`src/spi_pkg.sv`:
```
/*
 shared widths, word width and FSM state enums for the SPI master
*/
package spi_pkg;

    // received and transmitted word
    parameter int XFER_W = 32;

    // divider select, ratio is 2 ** sel
    parameter int DIV_SEL_W = 3;

    // SCLK edge counter, up to 64 edges per word
    parameter int EDGE_CNT_W = 7;

    typedef enum logic [1:0] {
        W8  = 2'd0,
        W16 = 2'd1,
        W24 = 2'd2,
        W32 = 2'd3
    } data_width_e;

    typedef enum logic [1:0] {
        S_IDLE,
        S_DATA,
        S_END
    } state_e;

endpackage

```
`src/spi_clk_div.sv`:
```
/*
 SCLK half-period timer with power-of-two ratio
*/
`timescale 1ns/1ns

module spi_clk_div #(
    parameter int DIV_CNT_W = 8
) (
    input  logic                          clk_i,
    input  logic                          rst_ni,
    input  logic                          restart_i,
    input  logic                          en_i,
    input  logic [spi_pkg::DIV_SEL_W-1:0] div_ratio_i,
    output logic                          tick_o
);

    logic [DIV_CNT_W-1:0] cnt_q;
    logic [DIV_CNT_W-1:0] ratio_m1;
    logic                 hit;

    // last count of a half period
    assign ratio_m1 = (DIV_CNT_W'(1) << div_ratio_i) - 1'b1;
    assign hit      = (cnt_q == ratio_m1);

    always_ff @(posedge clk_i or negedge rst_ni) begin
        if (!rst_ni) begin
            cnt_q <= '0;
        end else if (restart_i || !en_i) begin
            cnt_q <= '0;  // full first half period
        end else if (hit) begin
            cnt_q <= '0;
        end else begin
            cnt_q <= cnt_q + 1'b1;
        end
    end

    assign tick_o = en_i && hit;

endmodule

```
`src/spi_ctrl_fsm.sv`:
```
/*
 transfer FSM, SCLK edge counter and SCLK register,
 configuration latch and edge role decode
*/
`timescale 1ns/1ns

module spi_ctrl_fsm (
    input  logic                          clk_i,
    input  logic                          rst_ni,
    input  logic                          start_i,
    input  logic                          tick_i,
    input  logic                          msb_first_i,
    input  logic [1:0]                    cp_mode_i,     // [1] CPOL, [0] CPHA
    input  spi_pkg::data_width_e          data_width_i,
    input  logic [spi_pkg::DIV_SEL_W-1:0] div_ratio_i,
    output logic                          load_o,
    output logic                          shift_o,
    output logic                          sample_o,
    output logic                          restart_o,
    output logic                          busy_o,
    output spi_pkg::data_width_e          width_o,
    output logic                          msb_first_o,
    output logic [spi_pkg::DIV_SEL_W-1:0] div_ratio_o,
    output logic                          idle_o,
    output logic                          data_valid_o,
    output logic                          spi_sclk_o
);

    spi_pkg::state_e                  state_q, state_d;
    logic [spi_pkg::EDGE_CNT_W-1:0]   edge_cnt_q;
    logic [spi_pkg::EDGE_CNT_W-1:0]   edge_total;
    logic                             cpol_q, cpha_q;
    logic                             msb_first_q;
    spi_pkg::data_width_e             width_q;
    logic [spi_pkg::DIV_SEL_W-1:0]    div_ratio_q;
    logic                             sclk_q;
    logic                             data_valid_q;
    logic                             accept;
    logic                             edge_tick;
    logic                             last_edge;

    assign accept    = start_i && (state_q == spi_pkg::S_IDLE);
    assign edge_tick = tick_i && (state_q == spi_pkg::S_DATA);

    // two edges per bit
    always_comb begin
        case (width_q)
            spi_pkg::W8:  edge_total = spi_pkg::EDGE_CNT_W'(16);
            spi_pkg::W16: edge_total = spi_pkg::EDGE_CNT_W'(32);
            spi_pkg::W24: edge_total = spi_pkg::EDGE_CNT_W'(48);
            default:      edge_total = spi_pkg::EDGE_CNT_W'(64);
        endcase
    end

    assign last_edge = (edge_cnt_q == edge_total - 1'b1);

    always_comb begin
        state_d = state_q;
        case (state_q)
            spi_pkg::S_IDLE: if (start_i) state_d = spi_pkg::S_DATA;
            spi_pkg::S_DATA: if (tick_i && last_edge) state_d = spi_pkg::S_END;
            spi_pkg::S_END:  if (tick_i) state_d = spi_pkg::S_IDLE;
            default:         state_d = spi_pkg::S_IDLE;
        endcase
    end

    always_ff @(posedge clk_i or negedge rst_ni) begin
        if (!rst_ni) begin
            state_q      <= spi_pkg::S_IDLE;
            edge_cnt_q   <= '0;
            sclk_q       <= 1'b0;
            data_valid_q <= 1'b0;
            cpol_q       <= 1'b0;
            cpha_q       <= 1'b0;
            msb_first_q  <= 1'b1;
            width_q      <= spi_pkg::W8;
            div_ratio_q  <= '0;
        end else begin
            state_q      <= state_d;
            data_valid_q <= tick_i && (state_q == spi_pkg::S_END);
            if (accept) begin
                cpol_q      <= cp_mode_i[1];
                cpha_q      <= cp_mode_i[0];
                msb_first_q <= msb_first_i;
                width_q     <= data_width_i;
                div_ratio_q <= div_ratio_i;
                edge_cnt_q  <= '0;
                sclk_q      <= cp_mode_i[1];  // rest level of the new mode
            end else if (edge_tick) begin
                edge_cnt_q <= edge_cnt_q + 1'b1;
                sclk_q     <= ~sclk_q;
            end
        end
    end

    // edge_cnt_q[0] low means the coming edge is odd
    assign sample_o  = edge_tick && (edge_cnt_q[0] == cpha_q);
    assign shift_o   = edge_tick && (edge_cnt_q[0] != cpha_q) && (edge_cnt_q != '0);
    assign load_o    = accept;
    assign restart_o = accept;

    // shift register needs the new setup in the load cycle
    assign width_o     = accept ? data_width_i : width_q;
    assign msb_first_o = accept ? msb_first_i : msb_first_q;
    assign div_ratio_o = div_ratio_q;

    assign busy_o       = (state_q != spi_pkg::S_IDLE);
    assign idle_o       = (state_q == spi_pkg::S_IDLE);
    assign data_valid_o = data_valid_q;
    assign spi_sclk_o   = sclk_q;

endmodule

```
`src/spi_shift_reg.sv`:
```
/*
 transmit and receive shift registers, registered MOSI,
 received word output in the low bits
*/
`timescale 1ns/1ns

module spi_shift_reg (
    input  logic                       clk_i,
    input  logic                       rst_ni,
    input  logic                       load_i,
    input  logic                       shift_i,
    input  logic                       sample_i,
    input  logic                       msb_first_i,
    input  spi_pkg::data_width_e       width_i,
    input  logic [spi_pkg::XFER_W-1:0] data_i,
    input  logic                       spi_miso_i,
    output logic                       spi_mosi_o,
    output logic [spi_pkg::XFER_W-1:0] data_o
);

    localparam int IDX_W = $clog2(spi_pkg::XFER_W);

    logic [spi_pkg::XFER_W-1:0] tx_q, tx_d;
    logic [spi_pkg::XFER_W-1:0] rx_q, rx_d;
    logic [IDX_W-1:0]           top_idx;
    logic                       mosi_q, mosi_d;

    // 7, 15, 23 or 31
    assign top_idx = IDX_W'({width_i, 3'b111});

    always_comb begin
        tx_d = tx_q;
        if (load_i) begin
            tx_d = data_i;
        end else if (shift_i) begin
            if (msb_first_i) begin
                tx_d = tx_q << 1;
            end else begin
                tx_d = tx_q >> 1;
            end
        end
    end

    assign mosi_d = msb_first_i ? tx_d[top_idx] : tx_d[0];

    // LSB first enters at the top of the word and walks down
    always_comb begin
        rx_d = rx_q;
        if (load_i) begin
            rx_d = '0;
        end else if (sample_i) begin
            if (msb_first_i) begin
                rx_d = {rx_q[spi_pkg::XFER_W-2:0], spi_miso_i};
            end else begin
                rx_d          = rx_q >> 1;
                rx_d[top_idx] = spi_miso_i;
            end
        end
    end

    always_ff @(posedge clk_i) begin
        tx_q <= tx_d;
    end

    always_ff @(posedge clk_i or negedge rst_ni) begin
        if (!rst_ni) begin
            rx_q   <= '0;
            mosi_q <= 1'b0;
        end else begin
            rx_q <= rx_d;
            if (load_i || shift_i) begin
                mosi_q <= mosi_d;  // changes with SCLK
            end
        end
    end

    assign spi_mosi_o = mosi_q;
    assign data_o     = rx_q;

endmodule

```
`src/spi_master_top.sv`:
```
/*
 single-lane SPI master, divider, control FSM and shift register
*/
`timescale 1ns/1ns

module spi_master_top #(
    parameter int DIV_CNT_W = 8
) (
    input  logic                          clk_i,
    input  logic                          rst_ni,
    input  logic                          start_i,
    input  logic [1:0]                    cp_mode_i,
    input  spi_pkg::data_width_e          data_width_i,
    input  logic [spi_pkg::XFER_W-1:0]    data_i,
    input  logic [spi_pkg::DIV_SEL_W-1:0] div_ratio_i,
    input  logic                          msb_first_i,
    output logic [spi_pkg::XFER_W-1:0]    data_o,
    output logic                          idle_o,
    output logic                          data_valid_o,
    output logic                          spi_sclk_o,
    output logic                          spi_mosi_o,
    input  logic                          spi_miso_i
);

    logic                          tick;
    logic                          load;
    logic                          shift;
    logic                          sample;
    logic                          restart;
    logic                          busy;
    logic                          msb_first;
    spi_pkg::data_width_e          width;
    logic [spi_pkg::DIV_SEL_W-1:0] div_ratio;

    spi_clk_div #(
        .DIV_CNT_W(DIV_CNT_W)
    ) i_clk_div (
        .clk_i      (clk_i),
        .rst_ni     (rst_ni),
        .restart_i  (restart),
        .en_i       (busy),
        .div_ratio_i(div_ratio),
        .tick_o     (tick)
    );

    spi_ctrl_fsm i_ctrl_fsm (
        .clk_i       (clk_i),
        .rst_ni      (rst_ni),
        .start_i     (start_i),
        .tick_i      (tick),
        .msb_first_i (msb_first_i),
        .cp_mode_i   (cp_mode_i),
        .data_width_i(data_width_i),
        .div_ratio_i (div_ratio_i),
        .load_o      (load),
        .shift_o     (shift),
        .sample_o    (sample),
        .restart_o   (restart),
        .busy_o      (busy),
        .width_o     (width),
        .msb_first_o (msb_first),
        .div_ratio_o (div_ratio),
        .idle_o      (idle_o),
        .data_valid_o(data_valid_o),
        .spi_sclk_o  (spi_sclk_o)
    );

    spi_shift_reg i_shift_reg (
        .clk_i      (clk_i),
        .rst_ni     (rst_ni),
        .load_i     (load),
        .shift_i    (shift),
        .sample_i   (sample),
        .msb_first_i(msb_first),
        .width_i    (width),
        .data_i     (data_i),
        .spi_miso_i (spi_miso_i),
        .spi_mosi_o (spi_mosi_o),
        .data_o     (data_o)
    );

endmodule

```
`config.mk`:
```
export PLATFORM = sky130hd
export DESIGN_NAME = spi_master_top
export DESIGN_NICKNAME = d
export VERILOG_FILES = /design/src/spi_pkg.sv /design/src/spi_clk_div.sv /design/src/spi_ctrl_fsm.sv /design/src/spi_shift_reg.sv /design/src/spi_master_top.sv
export SDC_FILE = /design/constraint.sdc
export NUM_CORES = 1
export LEC_CHECK = 0
export BUFFER_PORTS_ARGS = -buffer_cell sky130_fd_sc_hd__buf_2
export CAP_MARGIN = 20
export CORE_MARGIN = 2
export CORE_UTILIZATION = 50
export CTS_CLUSTER_SIZE = 16
export DETAILED_ROUTE_END_ITERATION = 8
export GPL_TIMING_DRIVEN = 0
export PLACE_DENSITY_LB_ADDON = 0.12
export REMOVE_ABC_BUFFERS = 1
export SYNTH_ARGS = -nofsm -noshare
export SYNTH_HDL_FRONTEND = slang
export SYNTH_SLANG_ARGS = --single-unit
export TNS_END_PERCENT = 30
```
`constraint.sdc`:
```
create_clock -name clk_i -period 9.2 [get_ports clk_i]
set_input_delay 1.84 -clock clk_i [delete_from_list [all_inputs] [get_ports clk_i]]
set_output_delay 1.84 -clock clk_i [all_outputs]
set_load 0.01 [all_outputs]
```
# ---- Word level (Yosys, flattened, before mapping)
# Cells that the tools add are included.
dict set report totals {
  in_bits 44
  reg_bits 91
}
dict set report op_classes {
  n_mux 25
  add_sub_neg 4
  magnitude_cmp 2
  n_bitwise 1
  shifts 1
  n_eq_ne 11
  reduce_logical 20
}
# operator count
set ops {}
lappend ops {{two-way mux 32 bit} 6}
lappend ops {{bitwise mux 32 bit} 1}
lappend ops {{one-hot mux 7 bit (3 select lines)} 1}
lappend ops {{two-way mux 8 bit} 2}
lappend ops {{two-way mux 7 bit} 2}
lappend ops {{logical AND 1 bit} 9}
lappend ops {{adder 8 x 1 -> 8 bit, second input constant} 1}
lappend ops {{equality test 8 bit} 1}
lappend ops {{two-way mux 2 bit} 4}
lappend ops {{nonzero test 2 bit} 4}
lappend ops {{left shift 1 x 3 -> 8 bit, first input constant} 1}
lappend ops {{subtractor 8 x 1 -> 8 bit, second input constant} 1}
lappend ops {{adder 7 x 1 -> 7 bit, second input constant} 1}
lappend ops {{equality test 7 bit} 1}
lappend ops {{nonzero test 7 bit} 1}
lappend ops {{subtractor 7 x 1 -> 7 bit, second input constant} 1}
lappend ops {{less-than comparator 5 x 6 -> 1 bit, second input constant} 1}
lappend ops {{two-way mux 1 bit} 6}
lappend ops {{one-hot mux 2 bit (3 select lines)} 1}
lappend ops {{greater-or-equal comparator 5 x 1 -> 1 bit, second input constant} 1}
lappend ops {{equality test 2 x 1 -> 1 bit, second input constant} 2}
lappend ops {{equality test 2 bit, second input constant} 2}
lappend ops {{zero test 2 bit} 2}
lappend ops {{!= test 2 bit, second input constant} 2}
lappend ops {{9 further kinds} 10}

# ---- Depth between registers and ports, before layout
dict set report depth {
  word_depth 12
  ltp_mapped 11
  ltp_nobuf 8
}

# ---- Cells and area by module
# From an unflattened synthesis, not the netlist that was laid out.
dict set report unflattened {
  cells_unflattened 454
  area_unflattened_um2 4845.9
}
# module n_inst area_per_inst_um2 seq_area_each_um2 cells_each
set by_module_without_submodules {}
lappend by_module_without_submodules {spi_shift_reg 1 3399.5 1736.7 318}
lappend by_module_without_submodules {spi_ctrl_fsm 1 898.4 451.7 77}
lappend by_module_without_submodules {spi_clk_div 1 548.0 200.2 59}

# ---- Worst setup path before layout
# Ideal clock, no wire load.
dict set report synth_path {
  kind {input port to flip-flop}
  from {input start_i}
  to {register i_shift_reg.mosi_q (netlist: i_shift_reg.spi_mosi_o)}
  setup_slack_ps 5784
  cell_stages 8
  arrival_time_ps 3292
  required_ps 9076
  path_cell_list {and2_1 clkbuf_1 mux2i_1 nand2_1 a31o_2 a31oi_1 a311oi_1 o31a_1}
}
dict set report synth_between {
  elab_chain_len 8
}
# element line
set synth_lines {}
lappend synth_lines {{from (decl)} spi_master_top.sv:11} ;# input logic start_i,
lappend synth_lines {{logical AND 1 bit *} spi_ctrl_fsm.sv:42} ;# assign accept = start_i && (state_q == spi_pkg::S_IDLE);
lappend synth_lines {{two-way mux 1 bit} spi_ctrl_fsm.sv:104} ;# assign msb_first_o = accept ? msb_first_i : msb_first_q;
lappend synth_lines {{two-way mux 32 bit} spi_shift_reg.sv:36} ;# if (msb_first_i) begin
lappend synth_lines {{two-way mux 32 bit} spi_shift_reg.sv:35} ;# end else if (shift_i) begin
lappend synth_lines {{two-way mux 32 bit} spi_shift_reg.sv:33} ;# if (load_i) begin
lappend synth_lines {{binary-select mux 1 bit (select 2 bit)} spi_shift_reg.sv:44} ;# assign mosi_d = msb_first_i ? tx_d[top_idx] : tx_d[0];
lappend synth_lines {{two-way mux 1 bit (implied by the code)} spi_shift_reg.sv:44}
lappend synth_lines {{two-way mux 1 bit} spi_shift_reg.sv:44}
lappend synth_lines {{to (signal assigned)} spi_shift_reg.sv:72} ;# mosi_q <= mosi_d;
lappend synth_lines {{to (decl)} spi_shift_reg.sv:26} ;# logic mosi_q, mosi_d;
# Every way passes the cells marked *; elsewhere a longest branch is shown, timed or not. The select of a mux whose other input is x is not followed.
# A chain may end at the register's enable or synchronous reset.

# ---- Final worst setup path
# Same ends and word-level chain as after synthesis.

==> impl_metrics.yaml <==
layout:
  syn_to_final_growth_pct: 14.3
  n_antenna_cell: 0
  final_common_cell: "nand2_1"
  drive_gt1_frac: 0.201
  final_cell_mix: "nand2_1, buf_2, mux2i_1"
  fin_cells: 644
  finalNetCount: 575
synthesis:
  ys_types: 48
  synth_mux_area_frac: 0.136
  syn_area_sq_um: 4730
  synth.area.top_cells: "dfrtp_1, edfxtp_1, mux2i_1"
  synth_top_area_share: 0.307
  yosys.area.top_type: "dfrtp_1"
  yosysWarnings: 0
  ys.flop_type: "dfrtp_1"
  ys_seq_elements: 91
  synth_simple_gate_area_frac: 0.133
  ys_seq_area_frac: 0.504
  synth_edf_count: 27
  syn_inst: 468
  syn_area_per_cell_sq_um: 10.1
  synth_compound_area_frac: 0.144
  synth-async-reset-ratio: 0.648
  synthAdderAreaFrac: 0.00793
  synth_xor_area_frac: 0.0296
  synth_top_family_by_area: "compound AO/OA/AOI/OAI gates"
critical_path:
  slowest_stage: "and2_4"
  critical_path.max_stage_delay_ps: 730
  path_buf_inv: 1
  cp_cell_sequence: "buf_2, and2_4, mux2i_1, nand2_1, a31o_2, a31oi_1, a311oi_1, o31a_1"
  cp.arrival_ps: 3970
  cpLargestDelayFamily: "simple AND/OR/NAND/NOR gates"
  critPathCaptureType: "flop"
  crit_type: "in2reg"
  crit_path_start_kind: "primary input"
  critPathMaxFanout: 88
  critPathRequiredTime_ps: 9440
pwr:
  p_seq_frac: 0.448
  pwr-share-clk: 0.180
  pwr-share-comb: 0.372
  pwr_density_cell_nw_per_um2: 325
  ir_drop_mv: 0.142
  switchingPower_mw: 0.692
  power.leakage_nw: 2.43
  internal_power_mw: 1.06
  switching_share: 0.394
sta:
  post-route-min-period_ps: 3730
  slew_violations: 0
  setup_viol_count_final: 0
  tns_ps: 0
  relSlewSlack: 0.368
  fin_crit_sh: 0.406
  skew_ps: 7.29
  tightest_slew_ps: 948
  rsz0062_at_grt: "false"
  fmax_ghz: 0.268
  finalHoldViolCount: 0
run:
  drv_cap: 0
global_route:
  grt_use_met3: 0.0393
  busiest_layer: "met2"
  met2_usage: 0.322
  grt_max_degree: 89
  grt_pass1_wl_mm: 16.9
  grt_use_met1: 0.298
  overflow: 0
  antenna_found_initial: 0
  grtUsageTotal: 0.208
  grt_pass1_vias: 3406
floorplanning:
  placementRows: 35
  die_area_sq_um: 10300
  io_pins: 80
  die_h_microns: 101
  die_x_microns: 101
  initial_core_util: 0.515
  design.core.area_sq_um: 9200
placed_design:
  hpwl_mm: 6.58
  numPortBuffers: 79
  gp_congestion: 0.815
  placed_cells: 628
clocking:
  cts_buffers: 9
  clk_pin_slew_worst_paths_ps: 90
  clockRootBuffer: "clkbuf_8"
  cts_setup_buffers: 0
  clock_latency_ps: 350
  clockBufferDepth: 2
  cts_tree: "built"
  cts.sinks: 91
  htree_num_levels: 3
  cts-resized-gates: 0
  holdBufCountCts: 0
status:
  status: "finished, final reports clean"
detailed_routing:
  first_pass_iters: 4
  ant_nets: 0
  route.detailed.drc: 0
  vias: 3631
  wl_mm: 10.1
  viasPerCell: 5.64
  wl_per_cell_microns: 15.7
  drtIter0Drc: 203
worst_hold_path:
  hp-class: "reg2reg"
synth_stat cells, types with 2 or more instances:
cell and count:
nor2b_1 2, nor4b_1 2, clkbuf_1 26, a31oi_1 3, nand3_1 11, buf_6 7
and2_1 2, and3_1 4, dfxtp_1 5, nor2_1 22, nand2b_1 3, o31ai_1 33
mux2_2 2, xnor2_1 7, ha_1 3, inv_1 10, edfxtp_1 27, a21oi_1 14
dfrtp_1 58, mux2i_1 62, a31o_2 2, nand2_1 86, xor2_1 9, o21ai_0 40
o22ai_1 2, nor3_1 4
final cells by class:
class / count / area [sq um]
Timing Repair Buffer: 82 / 463
Clock inverter: 2 / 35.0
Tap cell: 111 / 139
Inverter: 10 / 37.5
Clock buffer: 14 / 210
Multi-Input combinational cell: 334 / 2130
Fill cell: 811 / 3780
Sequential cell: 91 / 2390
power by group through the flow:
| stage | logic [mW] | clock network, mW | registers [mW] |
|---|---|---|---|
| 5_1_grt | 0.736 | 0.340 | 0.817 |
| 3_5_place_dp | 0.656 | 0 | 0.793 |
| 4_1_cts | 0.660 | 0.326 | 0.786 |
| 6_report | 0.653 | 0.317 | 0.786 |
| 3_3_place_gp | 0.631 | 0 | 0.788 |
| 2_1_floorplan | 0.445 | 0 | 0.768 |
sequential cells by signal (all words and copies together), names as in the netlist, 2 cells and up:
signal	cells
i_clk_div.cnt_q	8
i_ctrl_fsm.div_ratio_o	3
i_ctrl_fsm.edge_cnt_q	7
i_ctrl_fsm.state_q	2
i_ctrl_fsm.width_q	2
i_shift_reg.data_o	32
i_shift_reg.tx_q	32
cell families after synthesis:
group | after synthesis
buffers and inverters | 43
AOI/OAI and AO/OA | 107
xor gates and xnor gates | 16
adders and majority gates | 3
muxes | 64
and+or+nand+nor | 144
DFF | 91
routing by layer:
layer / part of all wire / up-vias
li1: - / 1785
met1: 0.50 / 1770
met2: 0.46 / 66
met3: 0.035 / 10
met4: 0.011 / 0
met5: 0 / -
through the flow:
step                      total power [mW]  cell area [sq um]   util  setup WS [ps]  hold slack (ps)
after floorplan                       1.21               4560      -           4520              467
after global placement                1.42               5090  0.554           3300              486
after detailed placement              1.45               5170  0.562           5050              493
after CTS                             1.77               5410  0.588           5440              513
after global routing                  1.89               5410  0.588           5190              551
final                                 1.76               5410  0.588           5470              520
tightest hold or removal path: stages, from the launching register on:
cell	delay, ps
dfrtp_1	370
nand2_1	60
o31ai_1	60
final timing paths:
path | start | end | slack, ps | depth (start not counted)
worst max-delay path | start_i | i_shift_reg.spi_mosi_o$_DFFE_PN0P_ | 5470 | 8
worst min-delay path | i_shift_reg.data_o[0]$_DFFE_PN0P_ | i_shift_reg.data_o[0]$_DFFE_PN0P_ | 520 | 2
worst max register to register | i_ctrl_fsm.div_ratio_o[2]$_DFFE_PN0P_ | i_shift_reg.tx_q[1]$_DFFE_PP_ | 5770 | 7
worst min register to register | i_shift_reg.data_o[0]$_DFFE_PN0P_ | i_shift_reg.data_o[0]$_DFFE_PN0P_ | 520 | 2
max in group asynchronous | rst_ni | i_shift_reg.data_o[21]$_DFFE_PN0P_ | 7150 | 2
min in group asynchronous | rst_ni | i_ctrl_fsm.spi_sclk_o$_DFFE_PN0P_ | 1460 | 1
No activity file was read; power rests on OpenSTA's default activity.
